$ cat src/source/uart_params.svh
`ifndef UART_PARAMS_SVH
`define UART_PARAMS_SVH

// entries per FIFO, shared by rx and tx
`define UART_FIFO_DEPTH 32

// config after reset: disabled, no wait mode, bit period 0x1047
// 0x1047 gives roughly 9600 baud from a 40 MHz clock
`define UART_CFG_RESET 18'h01047

// register byte offsets within the peripheral window
`define UART_ADDR_CFG 12'h000

`define UART_ADDR_CLEAR 12'h004

`define UART_ADDR_STATUS 12'h008

// 0x00c is a hole
`define UART_ADDR_RXDATA 12'h010

`define UART_ADDR_TXDATA 12'h014

`endif
$ cat src/source/uartLinkPkg.sv
`default_nettype none

package uartLinkPkg;

	// one received frame as stored in the rx FIFO
	// frameError sits just above the data byte
	typedef struct packed {
		logic frameError;
		logic [7:0] data;
	} rxEntry;

	// occupancy flags of one FIFO
	// lost is sticky until the FIFO is cleared
	typedef struct packed {
		logic lost;
		logic full;
		logic notEmpty;
	} fifoFlags;

endpackage

`default_nettype wire

$ cat src/source/uartBusPkg.sv
`default_nettype none

package uartBusPkg;

	// master side of an APB transfer
	typedef struct packed {
		logic sel;
		logic enable;
		logic write;
		logic [11:0] addr;
		logic [31:0] wdata;
		logic [3:0] strb;
	} apbReq;

	// slave side
	typedef struct packed {
		logic ready;
		logic [31:0] rdata;
		logic slverr;
	} apbRsp;

	// config word, bit 17 down to bit 0
	typedef struct packed {
		logic enable;
		logic waitForTxSpace;
		logic [15:0] cyclesPerBit;
	} uartCfg;

	// status word, rx flags in the low bits
	typedef struct packed {
		logic txDataLost;
		logic txBufferFull;
		logic txByteOutAvailable;
		logic rxDataLost;
		logic rxBufferFull;
		logic rxDataAvailable;
	} uartStatus;

endpackage

`default_nettype wire

$ cat src/source/uartPeriph.sv
`timescale 1ns/10ps
`include "uart_params.svh"
`default_nettype none

module uartPeriph (
	input logic clk,
	input logic rstN,
	input uartBusPkg::apbReq apbIn,
	output uartBusPkg::apbRsp apbOut,
	input logic uartRx,
	output logic uartTx,
	output logic uartEn
);

	import uartBusPkg::*;
	import uartLinkPkg::*;

	uartCfg cfg;
	fifoFlags txFlags;
	fifoFlags rxFlags;
	rxEntry rxHead;
	rxEntry rxIn;
	logic rxValid;
	logic rxPush;
	logic rxPop;
	logic txPush;
	logic txPop;
	logic txReady;
	logic [7:0] txData;
	logic [7:0] txHead;
	logic clrRx;
	logic clrTx;
	logic clrRxFifo;
	logic clrTxFifo;

	assign uartEn = cfg.enable;
	assign txPop = txFlags.notEmpty && txReady;

	uartRegs regs (
		.clk(clk), .rstN(rstN), .req(apbIn), .rsp(apbOut), .cfg(cfg),
		.txPush(txPush), .txData(txData), .txFlags(txFlags),
		.rxPop(rxPop), .rxHead(rxHead), .rxFlags(rxFlags),
		.rxValid(rxValid), .rxPush(rxPush),
		.clrRx(clrRx), .clrTx(clrTx), .clrRxFifo(clrRxFifo), .clrTxFifo(clrTxFifo)
	);

	uartRx rxEngine (
		.clk(clk), .rstN(rstN), .clear(clrRx), .cfg(cfg),
		.rxLine(uartRx), .valid(rxValid), .entry(rxIn)
	);

	uartTx txEngine (
		.clk(clk), .rstN(rstN), .clear(clrTx), .cfg(cfg),
		.valid(txPop), .data(txHead), .ready(txReady), .txLine(uartTx)
	);

	syncFifo #(.payloadT(rxEntry), .DEPTH(`UART_FIFO_DEPTH)) rxFifo (
		.clk(clk), .rstN(rstN), .clear(clrRxFifo),
		.push(rxPush), .din(rxIn), .pop(rxPop), .dout(rxHead), .flags(rxFlags)
	);

	syncFifo #(.payloadT(logic [7:0]), .DEPTH(`UART_FIFO_DEPTH)) txFifo (
		.clk(clk), .rstN(rstN), .clear(clrTxFifo),
		.push(txPush), .din(txData), .pop(txPop), .dout(txHead), .flags(txFlags)
	);

endmodule

`default_nettype wire

$ cat src/source/uartRegs.sv
`timescale 1ns/10ps
`include "uart_params.svh"
`default_nettype none

module uartRegs (
	input logic clk,
	input logic rstN,
	input uartBusPkg::apbReq req,
	output uartBusPkg::apbRsp rsp,
	output uartBusPkg::uartCfg cfg,
	output logic txPush,
	output logic [7:0] txData,
	input uartLinkPkg::fifoFlags txFlags,
	output logic rxPop,
	input uartLinkPkg::rxEntry rxHead,
	input uartLinkPkg::fifoFlags rxFlags,
	input logic rxValid,
	output logic rxPush,
	output logic clrRx,
	output logic clrTx,
	output logic clrRxFifo,
	output logic clrTxFifo
);

	import uartBusPkg::*;

	uartCfg cfgQ;
	uartStatus status;
	logic access;
	logic done;
	logic wrDone;
	logic rdDone;
	logic hitCfg;
	logic hitClear;
	logic hitStatus;
	logic hitRxData;
	logic hitTxData;
	logic mapped;
	logic txStall;
	logic clrWrite;
	logic [31:0] rxWord;

	assign hitCfg = (req.addr == `UART_ADDR_CFG);
	assign hitClear = (req.addr == `UART_ADDR_CLEAR);
	assign hitStatus = (req.addr == `UART_ADDR_STATUS);
	assign hitRxData = (req.addr == `UART_ADDR_RXDATA);
	assign hitTxData = (req.addr == `UART_ADDR_TXDATA);
	assign mapped = hitCfg || hitClear || hitStatus || hitRxData || hitTxData;

	assign access = req.sel && req.enable;

	// wait mode stalls the bus instead of dropping the byte
	assign txStall = hitTxData && req.write && cfgQ.waitForTxSpace && cfgQ.enable
		&& txFlags.full;

	assign done = access && !txStall;
	assign wrDone = done && req.write;
	assign rdDone = done && !req.write;

	always_ff @(posedge clk) begin
		if (!rstN) begin
			cfgQ <= `UART_CFG_RESET;
		end else if (wrDone && hitCfg) begin
			if (req.strb[0])
				cfgQ.cyclesPerBit[7:0] <= req.wdata[7:0];
			if (req.strb[1])
				cfgQ.cyclesPerBit[15:8] <= req.wdata[15:8];
			if (req.strb[2]) begin
				cfgQ.waitForTxSpace <= req.wdata[16];
				cfgQ.enable <= req.wdata[17];
			end
		end
	end

	assign cfg = cfgQ;

	// clear strobes last for the completing cycle only
	assign clrWrite = wrDone && hitClear && req.strb[0];
	assign clrRx = clrWrite && req.wdata[0];
	assign clrTx = clrWrite && req.wdata[1];
	assign clrRxFifo = clrWrite && req.wdata[2];
	assign clrTxFifo = clrWrite && req.wdata[3];

	// full FIFO in wait mode holds the byte back, otherwise FIFO counts it as lost
	assign txPush = wrDone && hitTxData && req.strb[0]
		&& !(cfgQ.waitForTxSpace && txFlags.full);
	assign txData = req.wdata[7:0];

	assign rxPop = rdDone && hitRxData;
	assign rxPush = rxValid && cfgQ.enable;

	assign status.txDataLost = txFlags.lost;
	assign status.txBufferFull = txFlags.full;
	assign status.txByteOutAvailable = txFlags.notEmpty;
	assign status.rxDataLost = rxFlags.lost;
	assign status.rxBufferFull = rxFlags.full;
	assign status.rxDataAvailable = rxFlags.notEmpty;

	// bit 9 marks a valid entry
	assign rxWord = rxFlags.notEmpty ? {22'b0, 1'b1, rxHead} : 32'b0;

	always_comb begin
		rsp.ready = done;
		rsp.slverr = access && !mapped;
		if (hitCfg)
			rsp.rdata = {14'b0, cfgQ};
		else if (hitStatus)
			rsp.rdata = {26'b0, status};
		else if (hitRxData)
			rsp.rdata = rxWord;
		else if (hitClear || hitTxData)
			rsp.rdata = 32'b0;
		else
			rsp.rdata = '1;
	end

endmodule

`default_nettype wire

$ cat src/source/uartTx.sv
`timescale 1ns/10ps
`default_nettype none

module uartTx (
	input logic clk,
	input logic rstN,
	input logic clear,
	input uartBusPkg::uartCfg cfg,
	input logic valid,
	input logic [7:0] data,
	output logic ready,
	output logic txLine
);

	logic busy;
	logic [15:0] cnt;
	logic [3:0] bitIdx;
	logic [8:0] shiftReg;
	logic bitEnd;
	logic accept;

	assign ready = !busy && cfg.enable;
	assign accept = valid && ready;
	assign bitEnd = (cnt == 16'd0);

	always_ff @(posedge clk) begin
		if (!rstN || clear) begin
			busy <= 1'b0;
			txLine <= 1'b1;
			cnt <= '0;
			bitIdx <= '0;
		end else if (!busy) begin
			if (accept) begin
				// start bit goes out right away
				busy <= 1'b1;
				txLine <= 1'b0;
				cnt <= cfg.cyclesPerBit;
				bitIdx <= '0;
			end
		end else if (bitEnd) begin
			if (bitIdx == 4'd9) begin
				// stop bit done, line already high
				busy <= 1'b0;
			end else begin
				txLine <= shiftReg[0];
				cnt <= cfg.cyclesPerBit;
				bitIdx <= bitIdx + 1'b1;
			end
		end else begin
			cnt <= cnt - 1'b1;
		end
	end

	// data bits with the stop bit queued behind them
	always_ff @(posedge clk) begin
		if (!busy && accept)
			shiftReg <= {1'b1, data};
		else if (busy && bitEnd)
			shiftReg <= {1'b1, shiftReg[8:1]};
	end

endmodule

`default_nettype wire

$ cat src/source/uartRx.sv
`timescale 1ns/10ps
`default_nettype none

module uartRx (
	input logic clk,
	input logic rstN,
	input logic clear,
	input uartBusPkg::uartCfg cfg,
	input logic rxLine,
	output logic valid,
	output uartLinkPkg::rxEntry entry
);

	typedef enum logic [1:0] {IDLE, START, DATA, STOP} rxState;

	rxState state;
	logic rxMeta;
	logic rxSync;
	logic lineQ;
	logic line;
	logic [15:0] cnt;
	logic [2:0] bitIdx;
	logic [7:0] shiftReg;
	logic sampleNow;

	// disabled port looks like an idle line
	assign line = cfg.enable ? rxSync : 1'b1;
	assign sampleNow = (cnt == 16'd0);

	always_ff @(posedge clk) begin
		if (!rstN) begin
			rxMeta <= 1'b1;
			rxSync <= 1'b1;
		end else begin
			rxMeta <= rxLine;
			rxSync <= rxMeta;
		end
	end

	always_ff @(posedge clk) begin
		if (!rstN || clear) begin
			state <= IDLE;
			lineQ <= 1'b1;
			cnt <= '0;
			bitIdx <= '0;
			valid <= 1'b0;
		end else begin
			lineQ <= line;
			valid <= 1'b0;
			case (state)
				IDLE: begin
					// falling edge, wait half a bit
					if (lineQ && !line) begin
						state <= START;
						cnt <= cfg.cyclesPerBit >> 1;
					end
				end
				START: begin
					if (sampleNow) begin
						if (!line) begin
							state <= DATA;
							cnt <= cfg.cyclesPerBit;
							bitIdx <= '0;
						end else begin
							state <= IDLE;
						end
					end else begin
						cnt <= cnt - 1'b1;
					end
				end
				DATA: begin
					if (sampleNow) begin
						cnt <= cfg.cyclesPerBit;
						bitIdx <= bitIdx + 1'b1;
						if (bitIdx == 3'd7)
							state <= STOP;
					end else begin
						cnt <= cnt - 1'b1;
					end
				end
				STOP: begin
					if (sampleNow) begin
						valid <= 1'b1;
						state <= IDLE;
					end else begin
						cnt <= cnt - 1'b1;
					end
				end
				default: state <= IDLE;
			endcase
		end
	end

	// lsb arrives first
	always_ff @(posedge clk) begin
		if (state == DATA && sampleNow)
			shiftReg <= {line, shiftReg[7:1]};
		if (state == STOP && sampleNow) begin
			entry.data <= shiftReg;
			entry.frameError <= !line;
		end
	end

endmodule

`default_nettype wire

$ cat src/source/syncFifo.sv
`timescale 1ns/10ps
`default_nettype none

module syncFifo #(
	parameter type payloadT = logic [7:0],
	parameter int DEPTH = 32
) (
	input logic clk,
	input logic rstN,
	input logic clear,
	input logic push,
	input payloadT din,
	input logic pop,
	output payloadT dout,
	output uartLinkPkg::fifoFlags flags
);

	localparam int PTR_W = (DEPTH > 1) ? $clog2(DEPTH) : 1;
	localparam int CNT_W = $clog2(DEPTH + 1);

	payloadT mem [DEPTH];
	logic [PTR_W-1:0] wrPtr;
	logic [PTR_W-1:0] rdPtr;
	logic [CNT_W-1:0] count;
	logic lost;
	logic full;
	logic notEmpty;
	logic doPush;
	logic doPop;

	assign full = (count == CNT_W'(DEPTH));
	assign notEmpty = (count != '0);
	assign doPush = push && !full;
	assign doPop = pop && notEmpty;

	always_ff @(posedge clk) begin
		if (!rstN || clear) begin
			wrPtr <= '0;
			rdPtr <= '0;
			count <= '0;
			lost <= 1'b0;
		end else begin
			if (doPush)
				wrPtr <= (wrPtr == PTR_W'(DEPTH - 1)) ? '0 : wrPtr + 1'b1;
			if (doPop)
				rdPtr <= (rdPtr == PTR_W'(DEPTH - 1)) ? '0 : rdPtr + 1'b1;
			case ({doPush, doPop})
				2'b10: count <= count + 1'b1;
				2'b01: count <= count - 1'b1;
				default: count <= count;
			endcase
			// overflow stays flagged until cleared
			if (push && full)
				lost <= 1'b1;
		end
	end

	always_ff @(posedge clk) begin
		if (doPush)
			mem[wrPtr] <= din;
	end

	assign dout = mem[rdPtr];

	assign flags.notEmpty = notEmpty;
	assign flags.full = full;
	assign flags.lost = lost;

endmodule

`default_nettype wire

$ cat config.mk
export PLATFORM = sky130hd
export DESIGN_NAME = uartPeriph
export DESIGN_NICKNAME = d
export VERILOG_FILES = /design/src/source/uartLinkPkg.sv /design/src/source/uartBusPkg.sv /design/src/source/uartPeriph.sv /design/src/source/uartRegs.sv /design/src/source/uartTx.sv /design/src/source/uartRx.sv /design/src/source/syncFifo.sv
export VERILOG_INCLUDE_DIRS = /design/src /design/src/source
export SDC_FILE = /design/constraint.sdc
export NUM_CORES = 1
export LEC_CHECK = 0
export BUFFER_PORTS_ARGS = -buffer_cell sky130_fd_sc_hd__buf_2
export CAP_MARGIN = 20
export CORE_MARGIN = 8
export CORE_UTILIZATION = 45
export CTS_CLUSTER_DIAMETER = 80
export CTS_CLUSTER_SIZE = 12
export DETAILED_ROUTE_END_ITERATION = 10
export PLACE_DENSITY = 0.61
export SKIP_CTS_REPAIR_TIMING = 1
export SYNTH_ARGS = -nofsm -noshare
export SYNTH_HDL_FRONTEND = slang
export SYNTH_SLANG_ARGS = --single-unit
$ cat constraint.sdc
create_clock -name clk -period 3.6 [get_ports clk]
set_input_delay 0.54 -clock clk [delete_from_list [all_inputs] [get_ports clk]]
set_output_delay 0.54 -clock clk [all_outputs]
set_load 0.02 [all_outputs]
[After elaboration in Yosys (flattened, before gate mapping)]
Memories as Yosys holds them, arrays and structs flattened. A register that Yosys moved wholly into a read port is not among the register bits.
Cells that the tools add are included.
Storage, ports and cells
  bits in registers: 124
  output and inout port bits: 36
  bits in writable memories: 544
  memories: 2
  logic and storage cells: 202
  input port bits: 54
Memories
  rxFifo.mem: depth 32, bits a word 9, read ports 1, clocked after memory_dff 1, write ports 1, RTL line syncFifo.sv:21  | payloadT mem [DEPTH];
  txFifo.mem: depth 32, bits a word 8, read ports 1, clocked after memory_dff 1, write ports 1, RTL line syncFifo.sv:21
Cells by class
  bitwise operators: 1
  multiplexer cells: 56
  reductions and logical operators: 74
  equal/unequal tests: 30
  add/sub/neg operators: 12
Operator list (count)
  $mux W16: 9
  $mux W32: 4
  $pmux W16 S4: 1
  $mux W5: 8
  $logic_and A1 B1 Y1: 36
  $logic_not A16 Y1: 2
  $sub A16 B1 Y16 const B: 2
  $eq A12 B5 Y1 const B: 2
  $pmux W6 S2: 2
  $add A5 B1 Y5 const B: 4
  $eq A5 B5 Y1 const B: 4
  $mux W4: 4
  $mux W8: 2
  $mux W1: 14
  $add A6 B1 Y6 const B: 2
  $eq A12 B3 Y1 const B: 1
  $eq A12 B4 Y1 const B: 1
  $eq A6 B6 Y1 const B: 2
  $logic_not A12 Y1: 1
  $mux W2: 6
  $reduce_bool A6 Y1: 2
  $sub A6 B1 Y6 const B: 2
  $mux W10: 1
  $ne A2 B1 Y1 const B: 5
  21 further kinds: 56

[Longest topological paths before layout]
  word-level depth: 14
  depth in mapped cells: 15
  depth with buffers taken out: 13

[Modules after synthesis]
A second synthesis with hierarchy kept.
Second synthesis, totals
  cells, all modules: 1938
  area total of the unflattened synthesis: 28890.2 µm²
Modules (own cells, without submodules)
  syncFifo at rxFifo: instances 1, seq. area each 9088.7 µm², cells each 699, area an instance 12339.3 µm²
  syncFifo at txFifo: instances 1, seq. area each 8127.8 µm², cells each 644, area an instance 11154.4 µm²
  uartRx: instances 1, seq. area each 1011.0 µm², cells each 248, area an instance 2339.7 µm²
  uartTx: instances 1, seq. area each 680.7 µm², cells each 173, area an instance 1695.4 µm²
  uartRegs: instances 1, seq. area each 360.3 µm², cells each 173, area an instance 1355.0 µm²
  uartPeriph: instances 1, seq. area each 0.0 µm², cells each 1, area an instance 6.3 µm²

[Worst setup path before layout]
Ideal clock, no wire load.
  path kind: input-to-reg
  from: input apbIn[37] in the netlist's numbering
  to: register txFifo.count[4]
  path buffers: 1
  setup time: 0.128 ns
  data required time: 3.472 ns
  data arrival time: 3.523 ns
  slack: -0.051 ns
  stages: 13
  cell sequence: or4_4 > or3_4 > nor4_4 > inv_4 > ha_1 > buf_1 > xor2_1 > ha_1 > a21oi_1 > a32oi_1 > a21oi_1 > xnor2_1 > nor2_1
Between the ends
  word-level cells in the longest chain between the ends: 14
  elaborated cells on any way between the ends: 21
  classes of those cells: eq/ne: 4; mux: 1; reduce/logical: 16
RTL lines
  from (decl): RTL line uartPeriph.sv:8  | input uartBusPkg::apbReq apbIn,
  $eq A12 B5 Y1 (no source line)
  $logic_and A1 B1 Y1 (3 in a row): RTL line uartRegs.sv:53  | assign txStall = hitTxData && req.write && cfgQ.waitForTxSpace && cfgQ.enable
  $logic_and A1 B1 Y1: RTL line uartRegs.sv:54  | && txFlags.full;
  $logic_not A1 Y1: RTL line uartRegs.sv:56  | assign done = access && !txStall;
  $logic_and A1 B1 Y1: RTL line uartRegs.sv:56
  $logic_and A1 B1 Y1: RTL line uartRegs.sv:57  | assign wrDone = done && req.write;
  $logic_and A1 B1 Y1 (2 in a row): RTL line uartRegs.sv:85  | assign txPush = wrDone && hitTxData && req.strb[0]
  $logic_and A1 B1 Y1: RTL line uartRegs.sv:86  | && !(cfgQ.waitForTxSpace && txFlags.full);
  $logic_and A1 B1 Y1: RTL line syncFifo.sv:33  | assign doPush = push && !full;
  $eq A2 B1 Y1 / $eq A2 B2 Y1 (equally long branches): RTL line syncFifo.sv:47  | case ({doPush, doPop})
  $pmux W6 S2 / $reduce_bool A2 Y1 (equally long branches)
  to (signal assigned): RTL line syncFifo.sv:48  | 2'b10: count <= count + 1'b1;
  to (signal assigned): RTL line syncFifo.sv:49  | 2'b01: count <= count - 1'b1;
  to (signal assigned): RTL line syncFifo.sv:50  | default: count <= count;
  to (decl): RTL line syncFifo.sv:24  | logic [CNT_W-1:0] count;
Parallel ways exist; a longest one is shown, timed or not.
A chain may end at the register's enable or synchronous reset.

==> results.md <==
- Along the worst path, the maximum fanout reaches 20.
- The upper clock frequency limit is around 280 MHz.
- The proportion of register bits with asynchronous set or reset after synthesis is 0.
- The startpoint of the worst-slack reg-to-reg timing path is txFifo.count[1]$_SDFFE_PP0P_.
- Overall power consumption after layout is estimated at ~15 mW.
- The tool flagged a number of max-cap violations equal to 0.
- The endpoint type of the worst setup path is a primary output.
- The number of remaining DRC errors is 0.
- Across every metal layer, demand over resource in global routing totals 0.181.
- After detailed routing, the number of vias per cell comes to between 5 and 6.
- The initial core utilization is 0.456.
- The total of flip-flops plus latches after synthesis is about 680.
- The number of global-route vias before repair is between 15000 and 20000.
- In this run, distinct cell masters in the synthesized netlist total 72.
- The clock tree from TritonCTS is yes.
- The worst-margin pin slew is around 1100 ps.
- Headroom to the max-slew limit came out at 0.264.
- Power spread over the standard cell area amounts to approximately 470 nW/um^2.
- The cell area that synthesis handed to floorplanning was ~28000 um^2.
- Clock-pin slew was measured on the worst setup and hold paths at around 60 ps.
- Synthesis produced a netlist whose cell count is 1760.
- The sum of net half-perimeters after detailed placement is approximately 42000 um.
- Setup repair after global routing left no endpoint under its margin.
- The clock period minus worst slack is approximately 3600 ps.
- The worst setup margin is between 40 and 50 ps.
- Across the routed clock network, the largest skew measured is roughly 28 ps.
- The tightest hold path in the finished design has a slack of 171 ps.
- The data arrival time of the critical path is slightly above 3000 ps.
- Entering global routing, the biggest net connects 40 pins.
- The highest ir drop seen on vdd is between 300 and 400 uV.
- Prior to clock tree synthesis, the placed netlist has a worst setup slack of between 80 and 90 ps.
- The worst setup path category is flop to primary output.
- Yosys mapped a number of flops with a built-in enable equal to roughly 570.
- The worst setup path is launched from a flop.
- The worst min-delay path class is primary input to flop.
- The die is around 270 um tall.
- Clock tree synthesis selected as its root buffer the cell sky130_fd_sc_hd__clkbuf_16.
- The fraction of final layout cells with drive strength greater than 1 is 0.230.
- The detailed-route wire length is between 60000 and 70000 um.
- During synthesis, Yosys emitted a total of 0 warnings.
- Global routing finished with a remaining overflow of 0.
- From left edge to right edge, the die measures about 270 um.
- The pre-antenna-repair detailed-routing pass consisted of 8 iterations.
- The net count reported at finish is around 2000.
- The post-synthesis to final-layout area growth is 14.3%.
- In the layout the commonest cells are sky130_fd_sc_hd__edfxtp_1 (569), sky130_fd_sc_hd__mux4_2 (150), sky130_fd_sc_hd__nor2_1 (146), sky130_fd_sc_hd__dfxtp_1 (104), sky130_fd_sc_hd__buf_4 (104).
- In this run the most critical hold path is launched from uartRx.
- The H-tree was split into 3 levels.
- The number of clock buffers inserted by TritonCTS is 66.
- The via total after detailed routing is between 15000 and 20000.
- 90 I/O pins were placed.
- The number of antenna diodes in the final layout is 0.
- The run finished with clean final reports.
- The net count of the mapped netlist is ~1800.
- The first routing iteration left between 1500 and 2000 violations.
- The final hold violation count was 0.
- The mean instance size in the synthesized netlist is 16.0 um^2.
- CTS saw between 600 and 700 sinks.
- The most common cell after layout, fill and taps aside is sky130_fd_sc_hd__edfxtp_1.
- The total die area is just over 70000 um^2.
- Setup violations remaining at the end of the flow were counted as 0.
- The max-slew violation count is 0.
- The clock passes through at most 3 buffers.
- The quantity of I/O buffers inserted on ports is 74.
- Among all flip-flop cells after synthesis, the most frequent one is sky130_fd_sc_hd__edfxtp_1.
- The initial antenna violation count is 0.
- The total leakage power is ~11 nW.
- The global-route wire length before repair is 97900 um.
- The later-pin clock latency in the skew report is roughly 600 ps.
- The post-route fraction of the period consumed by the critical path is 0.988.
- The detail route stage leaves a number of antenna-violating nets equal to 0.
- The required time of the critical path is around 3100 ps.
- The floorplan has 91 rows.
- The share of the Yosys chip area taken by registers is 0.683.
- After detailed routing, the average wire length per cell comes to 23.3 um.
- The core footprint is slightly above 60000 um^2.
- The final RePlAce weighted congestion is ~0.86.
==> per-layer routing <==
| layer | part of all wire | global-route usage | vias to the layer above |
|---|---|---|---|
| met3 | 0.064 | 0.0292 | 103 |
| met1 | 0.44 | 0.251 | 8268 |
| met5 | 0 | 0 | - |
| li1 | - | - | 7226 |
| met4 | 0.024 | 0.0602 | 0 |
| met2 | 0.48 | 0.290 | 548 |
==> path summary, 6_finish.rpt <==
path / to / slack (ps) / cells past startpoint
max: apbOut[9] / 40 / 6
min: rxEngine.rxMeta$_SDFF_PN1_ / 170 / 2
max reg2reg: txFifo.count[5]$_SDFFE_PP0P_ / 330 / 13
min reg2reg: rxEngine.rxSync$_SDFF_PN1_ / 430 / 1
==> per-stage QoR <==
stage / util / instances / cell area [um^2] / setup TNS, ps
2_1_floorplan: - / 1760 / 28200 / 0
3_3_place_gp: 0.486 / 2678 / 30100 / 0
3_5_place_dp: 0.486 / 2678 / 30100 / 0
4_1_cts: 0.517 / 2788 / 32000 / -710
5_1_grt: 0.521 / 2798 / 32200 / 0
6_report: 0.521 / 2798 / 32200 / 0
==> critical path, cell delays in order, from the launching register on <==
cell,delay (ps)
sky130_fd_sc_hd__dfxtp_4,430
sky130_fd_sc_hd__buf_16,220
sky130_fd_sc_hd__mux4_2,560
sky130_fd_sc_hd__mux4_2,520
sky130_fd_sc_hd__mux2i_1,360
sky130_fd_sc_hd__o21ai_0,120
sky130_fd_sc_hd__buf_2,180
==> cells in the mapped netlist, drive strengths merged (25+ instances only) <==
library cell	n	area, um^2
edfxtp	569	17100
mux4	150	3380
nor2	147	554
dfxtp	109	2180
nand2	86	325
a21oi	69	345
clkbuf	67	251
mux2i	60	601
o21ai	51	255
nor3	39	195
buf	35	198
ha	33	413
nand3	33	165
inv	29	111
nor2b	25	156
==> where the power goes <==
group          leakage, nW  switching (mW)  total, mW  internal [mW]
Combinational         3.61           0.293      0.428          0.135
Sequential            6.06          0.0124       8.45           8.44
Clock                0.917            2.86       6.37           3.51
Total                 10.6            3.16       15.2           12.1
==> state kept, by name (all words and copies together), names as in the netlist, 3 cells and up, named ones only <==
signal,flops
txFifo.count,6
regs.cfg,18
rxEngine.bitIdx,3
rxFifo.wrPtr,5
rxFifo.count,6
txEngine.shiftReg,8
rxEngine.cnt,16
txEngine.bitIdx,4
rxEngine.shiftReg,8
rxFifo.mem,288
txFifo.mem,256
rxEngine.entry,9
rxFifo.rdPtr,5
txFifo.rdPtr,5
txFifo.wrPtr,5
txEngine.cnt,16
==> area by class of cell <==
| class | count | area [um^2] |
|---|---|---|
| clock buffer | 103 | 1830 |
| fill | 4999 | 29600 |
| tap | 837 | 1050 |
| timing repair buffer | 193 | 1480 |
| multi-input combinational | 950 | 8410 |
| clock inverter | 7 | 76.3 |
| sequential | 678 | 19300 |
| inverter | 30 | 115 |
==> cell families after synthesis <==
| logic type | synth area share |
|---|---|
| buffers and inverters | 0.0200 |
| and+or+nand+nor | 0.0779 |
| adders and majority gates | 0.0153 |
| AOI/OAI and AO/OA | 0.0551 |
| DFF | 0.683 |
| xor gates and xnor gates | 0.00745 |
| muxes | 0.141 |
(Power assumes the default switching activity.)
